**src/shader_macros.svh**
```systemverilog
`ifndef SHADER_MACROS_SVH
`define SHADER_MACROS_SVH

// ############################################################
// Shader subsystem widths and depths
// ############################################################

`define SHADER_WORD_WIDTH      32  // Data and instruction word
`define SHADER_ADDR_WIDTH      16  // Byte address
`define SHADER_RAM_WORDS_LOG2  10  // 1024 words per RAM
`define SHADER_REG_COUNT_LOG2  4   // 16 registers

`endif

```
**src/shader_pkg.sv**
```systemverilog
`default_nettype none

`include "shader_macros.svh"

package shader_pkg;

    typedef logic [`SHADER_WORD_WIDTH-1:0]     word_t;
    typedef logic [`SHADER_ADDR_WIDTH-1:0]     byte_addr_t;
    typedef logic [`SHADER_RAM_WORDS_LOG2-1:0] word_index_t;
    typedef logic [`SHADER_REG_COUNT_LOG2-1:0] reg_index_t;

    typedef enum logic [3:0] {
        NOP   = 4'd0,
        LOADI = 4'd1,
        ADD   = 4'd2,
        SUB   = 4'd3,
        MUL   = 4'd4,
        LOAD  = 4'd5,
        STORE = 4'd6,
        BNZ   = 4'd7,
        HALT  = 4'd15
    } opcode_e;

    // Instruction word layout
    typedef struct packed {
        opcode_e     opcode;  // 31:28
        reg_index_t  rd;      // 27:24
        reg_index_t  ra;      // 23:20
        reg_index_t  rb;      // 19:16
        logic [15:0] imm;     // 15:0
    } instruction_t;

    typedef enum logic [2:0] {
        IDLE,
        FETCH,
        FETCH_WAIT,
        EXECUTE,
        MEM_WAIT,
        WRITEBACK,
        HALTED
    } core_state_e;

    // One RAM port access
    typedef struct packed {
        byte_addr_t addr;
        logic       write;
        word_t      wdata;
    } mem_req_t;

    // Host load, to_data selects the data RAM
    typedef struct packed {
        logic       to_data;
        byte_addr_t addr;
        word_t      data;
    } load_req_t;

endpackage

`default_nettype wire

```
**src/result_reader.sv**
```systemverilog
`timescale 1ns/1ps
`default_nettype none

module result_reader import shader_pkg::*; (
    input  logic       clock,
    input  logic       reset_n,
    input  logic       read_valid,
    output logic       read_ready,
    input  byte_addr_t read_addr,
    input  logic       run,
    input  logic       halted,
    output byte_addr_t reader_addr,
    input  word_t      data_word,
    output logic       resp_valid,
    input  logic       resp_ready,
    output word_t      resp_data
);

    localparam logic [1:0] RAM_LATENCY = 2'd2;  // Select register, then RAM

    logic       pending;     // Read in flight through the RAM path
    logic [1:0] wait_count;
    logic       accept;
    logic       capture;

    // Data RAM is free when the core is stopped or done
    assign read_ready = (!run || halted) && !pending && !resp_valid;
    assign accept     = read_valid && read_ready;
    assign capture    = pending && (wait_count == '0);

    always_ff @(posedge clock) begin
        if (!reset_n) begin
            pending    <= 1'b0;
            wait_count <= '0;
            resp_valid <= 1'b0;
        end else begin
            if (accept) begin
                pending    <= 1'b1;
                wait_count <= RAM_LATENCY;
            end else if (capture) begin
                pending    <= 1'b0;
                resp_valid <= 1'b1;
            end else if (pending) begin
                wait_count <= wait_count - 2'd1;
            end
            if (resp_valid && resp_ready) begin
                resp_valid <= 1'b0;
            end
        end
    end

    always_ff @(posedge clock) begin
        if (accept) begin
            reader_addr <= read_addr;
        end
        if (capture) begin
            resp_data <= data_word;  // Held under back-pressure
        end
    end

endmodule

`default_nettype wire

```
**config.mk**
```make
export PLATFORM = sky130hd
export DESIGN_NAME = result_reader
export DESIGN_NICKNAME = d
export VERILOG_FILES = /design/src/shader_pkg.sv /design/src/result_reader.sv
export VERILOG_INCLUDE_DIRS = /design/src
export SDC_FILE = /design/constraint.sdc
export NUM_CORES = 1
export LEC_CHECK = 0
export BUFFER_PORTS_ARGS = -buffer_cell sky130_fd_sc_hd__buf_2
export CORE_ASPECT_RATIO = 1.1
export CORE_MARGIN = 5
export CORE_UTILIZATION = 35
export CTS_CLUSTER_SIZE = 10
export DETAILED_ROUTE_END_ITERATION = 8
export HOLD_SLACK_MARGIN = 0.08
export PLACE_DENSITY = 0.68
export SLEW_MARGIN = 5
export SYNTH_ARGS = -nofsm -noshare
export SYNTH_HDL_FRONTEND = slang
export SYNTH_SLANG_ARGS = --single-unit
```
**constraint.sdc**
```tcl
create_clock -name clock -period 2.1 [get_ports clock]
set_input_delay 0.21 -clock clock [delete_from_list [all_inputs] [get_ports clock]]
set_output_delay 0.21 -clock clock [all_outputs]
set_load 0.005 [all_outputs]
```
# Word level (Yosys, flattened, before mapping)
# Cells that the tools add are included.
dict set report classes {
  n_mux 5
  bitwise 3
  n_eq_ne 1
  reduce_logical 17
  add_sub_neg 1
}
# operator count
set op_table {}
lappend op_table {{2-bit 2-to-1 mux} 3}
lappend op_table {{2-bit AND reduction} 3}
lappend op_table {{1-bit logical AND} 5}
lappend op_table {{2-bit nonzero test} 2}
lappend op_table {{2-bit OR reduction} 2}
lappend op_table {{1-bit logical NOT} 3}
lappend op_table {{1-bit NOT} 3}
lappend op_table {{2-bit logical NOT} 1}
lappend op_table {{1-bit 2-to-1 mux} 2}
lappend op_table {{2-bit != test (second input constant)} 1}
lappend op_table {{2-bit by 1-bit subtractor with 2-bit output (second input constant)} 1}
lappend op_table {{1-bit logical OR} 1}
dict set report word_totals {
  in_bits 54
  ff_bits 52
  elab_cells 33
  out_inout_bits 50
}

# Depth between registers and ports, before layout
# Gate-level depths: netlist of run 1.
dict set report depth {
  depth_word 7
  depth_mapped 5
  ltp_nobuf 5
}

# Worst setup path after synthesis of run 1
# OpenSTA, ideal clock, no wires.
dict set report synth_path {
  kind {reg2reg}
  from {register wait_count[0]}
  to {register resp_data[0], enable pin}
  path_slack_ps 516
  n_path_buf 0
  arrival_ps 1197
  synth_period_minus_slack_ps 1584
  path_stages_with_launch 5
  path_cell_list {dfxtp_1 inv_1 ha_1 nand2_1 inv_1}
}
dict set report synth_between {
  elab_chain_cells 2
}
# item line_no
set synth_lines {}
lappend synth_lines {{start: declaration} result_reader.sv:22} ;# logic [1:0] wait_count;
lappend synth_lines {{start signal: assignment} result_reader.sv:44} ;# wait_count <= wait_count - 2'd1;
lappend synth_lines {{2-bit logical NOT} result_reader.sv:29} ;# assign capture = pending && (wait_count == '0);
lappend synth_lines {{1-bit logical AND} result_reader.sv:29}
lappend synth_lines {{named net capture} result_reader.sv:24} ;# logic capture;
lappend synth_lines {{end signal: assignment} result_reader.sv:57} ;# resp_data <= data_word;
lappend synth_lines {{end: declaration} result_reader.sv:16} ;# output word_t resp_data
# The timed path passes the listed nets, and every way through them passes these cells.
# A chain may end at the register's enable or synchronous reset.

# Worst setup path after layout of run 1
# Same ends and word-level chain as after synthesis.

==> metrics.log, run 1 <==
[metrics] logic depth of the worst register-to-register path: 5
[metrics] result of the run: completed
[metrics] number of placed instances, taps included: 230
[metrics] post-cts sizing count: 0
[metrics] final non-filler cell total: 283
[metrics] global-route congestion overflow total: 0
[metrics] die area: 0.00622 mm2
[metrics] Layout Utilization: 61.1%
[metrics] setup repair after global routing missed its margin: false
[metrics] H-tree Lvls: 2
[metrics] Core Box Area: 0.00462 mm2
[metrics] number of violations of the max-capacitance limit: 0
[metrics] Hold/Removal Path Class: input port to flip-flop
[metrics] nets@finish: 281
[metrics] net switching component of the power: 422 uW
[metrics] Tot GR Track Use: 13.1%
[metrics] most instantiated flip-flop cell in the synthesis netlist: edfxtp_1
[metrics] initial core utilization: 35.9%
[metrics] Vias per Instance: 4.24
[metrics] worst hold endpoint: resp_data[13]$_DFFE_PP_
[metrics] number of detailed-route iterations in the first pass: 3
[metrics] ports placed on the boundary: 104
[metrics] capture instance of the worst register-to-register path: resp_data[0]$_DFFE_PP_
[metrics] switching part of the total power: 20.0%
[metrics] global-route wire length before repair: 5930 um
[metrics] summed instance area of the synthesized netlist: 0.00166 mm2
[metrics] total number of yosys warnings: 0
[metrics] crit path time final: 1.37 ns
[metrics] worst hold stages: 1
[metrics] Final Hold Violating Endpoints: 0
[metrics] most numerous cell on the critical path: inv_1
[metrics] TritonCTS buffer count: 5
[metrics] TritonCTS clock tree: done
[metrics] number of buffers and inverters on the critical path: 3
[metrics] count of routing violations after the opening detailed-route iteration: 67
[metrics] vias after detailed routing: 1199
[metrics] relative slew slack: 73.1%
[metrics] share of layout cells above drive strength 1: 51.1%
[metrics] worst setup slack before clock tree synthesis: 0.726 ns
[metrics] average wire per cell in the routed design: 14.8 um
[metrics] number of flops mapped to enable cells by yosys: 48
[metrics] largest net degree at the start of global routing: 33
[metrics] vias in the first global route: 1234
[metrics] number of buffers inserted by port buffering: 103
[metrics] sum of negative setup slack: 0 ns
[metrics] Cell variety after synth: 14
[metrics] Final Max Slew Viols: 0
[metrics] area grow syn2layout: 70.1%
[metrics] final clock skew: 0.00556 ns
[metrics] Hold-fix buffers, CTS: 31
[metrics] achievable frequency: 0.727 GHz
[metrics] DRC violations left: 0
[metrics] count of cell instances traversed by the critical path: 5
[metrics] CP Cell Sequence: inv_1 -> ha_1 -> nand2_1 -> inv_1 -> buf_4
[metrics] Area after DPL: 0.00226 mm2
[metrics] Post-CTS Setup Inserts: 0
[metrics] Logic pwr share: 11.0%
[metrics] Clock Pin Slew Worst Setup and Hold Paths: 0.09 ns
[metrics] clock latency of the later-clocked register in the worst-skew pair: 0.30 ns
[metrics] CP required: 2.06 ns
[metrics] Worst path top cell family by delay: buffers and inverters
[metrics] final-report setup violation count: 0
[metrics] Worst path max stage delay: 0.36 ns
[metrics] clock sink count: 52
[metrics] leading post-synthesis cells by cell area: edfxtp_1, dfxtp_1, a2111oi_4, mux2i_1, inv_1
[metrics] remaining number of nets flagged by the antenna check after routing: 0
[metrics] start of the worst register-to-register path: wait_count[0]$_SDFFE_PP0P_
[metrics] top cells by instance count after synthesis: edfxtp_1, dfxtp_1, inv_1
[metrics] root buf cell: clkbuf_8
[metrics] sequential fraction of design power: 57.6%
[metrics] initial antenna violation count: 0
[metrics] VDD IR max: 0.465 mV
[metrics] register area: 0.00152 mm2
[metrics] detailed-placement wirelength estimate: 2680 um
[metrics] post-route clock period utilization: 65.5%
[metrics] most frequently used cell type in the post-synthesis netlist: edfxtp_1
[metrics] post-synthesis cell type with the largest combined area: edfxtp_1
[metrics] antenna cells: 0
[metrics] area share of the leading cell type in the synthesized netlist: 86.9%
[metrics] overall die width: 75.6 um
[metrics] routed wire length: 4190 um
[metrics] min-delay src: data_word[13]
[metrics] register area share after synthesis: 91.7%
[metrics] Synth Net Count: 124
[metrics] Arrival @ worst endpoint: 1.33 ns
[metrics] Critical Path End Type: flip-flop
[metrics] Routability Congestion: 0.750
[metrics] CP Class: flip-flop to flip-flop
[metrics] slowest stage cell, crit path: buf_4
[metrics] Synth Instances: 69
[metrics] num rows: 26
[metrics] Clk pwr share: 31.4%
[metrics] mean cell area of the mapped netlist: 24.0 um2
[metrics] Static Leakage: 1.19 nW
[metrics] Die H: 82.2 um
[metrics] clk buf depth: 2
[metrics] Synth async-reset ratio: 0%
[metrics] slack of the critical path: 0.725 ns
[metrics] internal power component: 1.69 mW
[metrics] Reg2Reg Setup Slack: 0.73 ns
[metrics] flop and latch count out of synthesis: 52
[metrics] power per standard cell area: 749 mW/mm2
[metrics] total of fill cells in the finished design: 355
[metrics] multi-input combinational cell area: 119 um2
[metrics] biggest fanout along the worst timing path: 32
[metrics] summed area of non-filler cells in the final layout: 0.00282 mm2
[metrics] startpoint type of the worst setup path: flip-flop
[metrics] worst slew pin tran: 0.403 ns
## area by class of cell
type	instances	area share, %
Clock buffer	5	2.44
Multi-Input combinational cell	12	4.21
Clock inverter	3	1.51
Inverter	5	0.665
Sequential cell	52	53.9
Tap cell	56	2.48
Timing Repair Buffer	150	34.8
## per-layer routing
metal / vias to the layer above / part of all wire [%] / global-route usage [%]
li1: 576 / - / -
met1: 548 / 35 / 14.5
met2: 71 / 51 / 21.0
met3: 4 / 13 / 7.63
met4: 0 / 0.86 / 4.20
met5: - / 0 / 0
## cell families after synthesis
family	after synthesis	share of synthesized area, %
compound gates	4	3.02
xor+xnor	1	0.528
fa+ha+maj	1	0.754
buf+inv	5	1.13
flops	52	91.7
mux	2	1.21
simple gates	4	1.66
## worst max path at each step
stage,start,to,slack (ns)
after global placement,wait_count[0]$_SDFFE_PP0P_,resp_data[18]$_DFFE_PP_,0.77
after floorplan,wait_count[0]$_SDFFE_PP0P_,resp_data[0]$_DFFE_PP_,0.52
after CTS,wait_count[0]$_SDFFE_PP0P_,resp_data[20]$_DFFE_PP_,0.72
after global routing,wait_count[0]$_SDFFE_PP0P_,resp_data[16]$_DFFE_PP_,0.62
final,wait_count[0]$_SDFFE_PP0P_,resp_data[0]$_DFFE_PP_,0.73
after detailed placement,wait_count[0]$_SDFFE_PP0P_,resp_data[15]$_DFFE_PP_,0.73
## power by group through the flow
stage	clock network, mW	logic, mW	registers [mW]
after floorplan	0	0.0435	1.25
after global placement	0	0.164	1.24
after detailed placement	0	0.169	1.24
after CTS	0.691	0.212	1.22
after global routing	0.753	0.257	1.22
final	0.664	0.233	1.22
## stage by stage
step | total power [mW] | hold WS, ns
after floorplan | 1.29 | 0.309
after global placement | 1.40 | 0.386
after detailed placement | 1.41 | 0.388
after CTS | 2.12 | 0.0801
after global routing | 2.23 | 0.0807
final | 2.11 | 0.0964
## flip-flops by register name, summed over array words and instances, names as in the netlist
signal	cells
resp_data	32
wait_count	2
reader_addr	16
resp_valid	1
pending	1
## cell usage in the layout, fill, tap and decap left out, types with 2 or more instances in the layout
| cell | n |
|---|---|
| inv_1 | 4 |
| dlygate4sd3_1 | 45 |
| buf_2 | 103 |
| o21a_1 | 2 |
| dfxtp_1 | 4 |
| edfxtp_1 | 48 |
| clkbuf_8 | 5 |
| mux2i_1 | 2 |
| buf_4 | 2 |
Power figures use the tool's default switching activity.
==> run 2: changes to the inputs <==
Settings changed: PLACE_DENSITY 0.68 to 0.7.
Clock period 2.1 ns to 1.15 ns, I/O delays scaled along.
==> metrics.log, run 2 (synthesis results as in run 1) <==
[metrics] result of the run: complete, but fails checks
[metrics] violations in the final reports: setup timing
[metrics] number of detailed-route iterations in the first pass: 2 (-1)
[metrics] met1 Usage GRT: 13.8% (-0.66 points)
[metrics] capture instance of the worst register-to-register path: wait_count[0]$_SDFFE_PP0P_
[metrics] Static Leakage: 1.32 nW (+11%)
[metrics] met2 Usage GRT: 24.3% (+3.3 points)
[metrics] power per standard cell area: 1310 mW/mm2 (+74%)
[metrics] vias after detailed routing: 1298 (+8.3%)
[metrics] vias in the first global route: 1372 (+11%)
[metrics] registers with the highest flip-flop counts: resp_data x32, reader_addr x16, wait_count x2
[metrics] average wire per cell in the routed design: 16.1 um (+8.9%)
[metrics] min-delay src: resp_ready
[metrics] Tot GR Track Use: 14.2% (+1.1 points)
[metrics] number of buffers inserted by port buffering: 103 (unchanged)
[metrics] Critical Path End Type: flip-flop
[metrics] peak-usage layer in the global routing report: met2
[metrics] slack of the critical path: -0.186 ns (-0.911 ns)
[metrics] clock latency of the later-clocked register in the worst-skew pair: 0.30 ns (about the same)
[metrics] Largest register FFs: 32 (unchanged)
[metrics] CP Cell Sequence: inv_2 -> ha_4 -> and2b_4 -> buf_4 -> xnor2_1 -> nor3b_1
[metrics] Worst path top cell family by delay: simple AND/OR/NAND/NOR gates
[metrics] Hold/Removal Path Class: input port to flip-flop
[metrics] die area: 0.00622 mm2 (unchanged)
[metrics] clock sink count: 52 (unchanged)
[metrics] start of the worst register-to-register path: wait_count[1]$_SDFFE_PN0P_
[metrics] biggest fanout along the worst timing path: 3 (-91%)
[metrics] Routability Congestion: 0.726 (-3.2%)
[metrics] antenna cells: 0 (unchanged)
[metrics] Worst path max stage delay: 0.34 ns (-0.02 ns)
[metrics] top library cells by usage in the layout, fill and taps aside: buf_2, dlygate4sd3_1, edfxtp_1
[metrics] DRC violations left: 0 (unchanged)
[metrics] Arrival @ worst endpoint: 1.54 ns (+0.21 ns)
[metrics] root buf cell: clkbuf_8
[metrics] worst hold endpoint: resp_valid$_SDFFE_PP0P_
[metrics] Final Max Slew Viols: 0 (unchanged)
[metrics] share of layout cells above drive strength 1: 57.6% (+6.4 points)
[metrics] initial antenna violation count: 0 (unchanged)
[metrics] crit path time final: 1.34 ns (-0.0390 ns)
[metrics] achievable frequency: 0.749 GHz (+2.9%)
[metrics] TritonCTS buffer count: 5 (unchanged)
[metrics] count of routing violations after the opening detailed-route iteration: 27 (-60%)
[metrics] routed wire length: 4850 um (+16%)
[metrics] slowest stage cell, crit path: dfxtp_2
[metrics] Final Hold Violating Endpoints: 0 (unchanged)
[metrics] Final Total Pwr: 4.08 mW (+93%)
[metrics] Clock Pin Slew Worst Setup and Hold Paths: 0.09 ns (about the same)
[metrics] ports placed on the boundary: 104 (unchanged)
[metrics] CP Class: flip-flop to flip-flop
[metrics] H-tree Lvls: 2 (unchanged)
[metrics] global-route congestion overflow total: 0 (unchanged)
[metrics] overall die width: 75.6 um (unchanged)
[metrics] number of violations of the max-capacitance limit: 0 (unchanged)
[metrics] largest net degree at the start of global routing: 22 (-33%)
[metrics] register bank with the most flops: resp_data
[metrics] summed area of non-filler cells in the final layout: 0.00313 mm2 (+11%)
[metrics] final clock skew: 0.00514 ns (-0.000422 ns)
[metrics] nets@finish: 299 (+6.4%)
[metrics] Layout Utilization: 67.7% (+6.6 points)
[metrics] sum of negative setup slack: -4.74 ns (-4.74 ns)
[metrics] remaining number of nets flagged by the antenna check after routing: 0 (unchanged)
[metrics] logic depth of the worst register-to-register path: 6 (+1)
[metrics] VDD IR max: 1.11 mV (+140%)
[metrics] worst slew pin tran: 0.259 ns (-0.143 ns)
[metrics] M3 GR Usage: 8.72% (+1.1 points)
[metrics] clk buf depth: 2 (unchanged)
[metrics] num rows: 26 (unchanged)
[metrics] global-route wire length before repair: 6240 um (+5.3%)
[metrics] Reg2Reg Setup Slack: -0.19 ns (-0.91 ns)
[metrics] final-report setup violation count: 51 (+51)
[metrics] relative slew slack: 82.7% (+9.6 points)
[metrics] Area after DPL: 0.00233 mm2 (+2.9%)
[metrics] area grow syn2layout: 88.4%
[metrics] Vias per Instance: 4.31 (+1.8%)
[metrics] worst hold stages: 3 (+2)
[metrics] TritonCTS clock tree: done
[metrics] post-route clock period utilization: 116% (+51 points)
[metrics] initial core utilization: 35.9% (unchanged)
[metrics] setup repair after global routing missed its margin: true
[metrics] Die H: 82.2 um (unchanged)
[metrics] most common cell after layout, fill and taps aside: buf_2
[metrics] startpoint type of the worst setup path: flip-flop
[metrics] Core Box Area: 0.00462 mm2 (unchanged)
[metrics] Fin Hold WS: 0.154 ns (+0.0577 ns)
[metrics] CP required: 1.35 ns (-0.71 ns)
[metrics] number of buffers and inverters on the critical path: 2 (-1)
==> run 2: changes by cell type in the layout (fill, tap and decap cells not counted), moves of 3 or more <==
cell           change
dlygate4sd3_1      +4
buf_6              +5
clkbuf_16          +4
inv_1              -3
dfxtp_1            -4
buf_4              +3
dfxtp_2            +3
==> run 2: cell type report <==
cell class,instances,area [um2]
Sequential cell,52,1530
Fill cell,312,1490
Timing Repair Buffer,168,1240
Multi-Input combinational cell,12,148
Tap cell,56,70.1
Clock buffer,5,68.8
Clock inverter,3,47.5
Inverter,5,22.5
==> run 2: worst max path at each step <==
stage,start,endpoint,slack (ns),cells past startpoint
floorplan,resp_valid$_SDFFE_PP0P_,reader_addr[0]$_DFFE_PP_,-0.37,1
global placement,resp_valid$_SDFFE_PP0P_,reader_addr[14]$_DFFE_PP_,0.01,2
detailed placement,wait_count[0]$_SDFFE_PP0P_,resp_data[15]$_DFFE_PP_,-0.006,5
CTS,resp_valid$_SDFFE_PP0P_,reader_addr[15]$_DFFE_PP_,-0.01,2
global route,wait_count[1]$_SDFFE_PN0P_,wait_count[0]$_SDFFE_PP0P_,-0.25,6
finish,wait_count[1]$_SDFFE_PN0P_,wait_count[0]$_SDFFE_PP0P_,-0.19,6
==> run 2: worst reg2reg max path, delay by kind of cell, from the launching register on <==
kind | cells | cell delay [ns]
flops | 1 | 0.34
simple gates | 2 | 0.44
buf+inv | 2 | 0.21
xor+xnor | 1 | 0.12
fa+ha+maj | 1 | 0.15
==> run 2: power by group <==
| group | switching [mW] | internal [mW] |
|---|---|---|
| combinational | 0.226 | 0.382 |
| clock | 0.597 | 0.656 |
| sequential | 0.0315 | 2.19 |
==> run 2: repair_timing <==
action | CTS | global route
pin swaps | 0 | 4
setup buffers | 1 | 5
hold endpoints to repair | 51 | 0
setup endpoints to repair | 29 | 47
resized for setup | 4 | 4
gates cloned | 0 | 6
hold buffers | 49 | 0
==> run 2: layer usage <==
layer	vias to the layer above	routed length (um)
met3	8	606
li1	613	-
met2	73	2560
met4	0	82
met1	604	1600
met5	-	0
==> run 2: through the flow <==
| stage | setup WS [ns] | cells |
|---|---|---|
| after floorplan | -0.368 | 69 |
| after detailed placement | -0.00642 | 232 |
| after global routing | -0.254 | 301 |
| after CTS | -0.0119 | 290 |
| final | -0.186 | 301 |
| after global placement | 0.0131 | 232 |
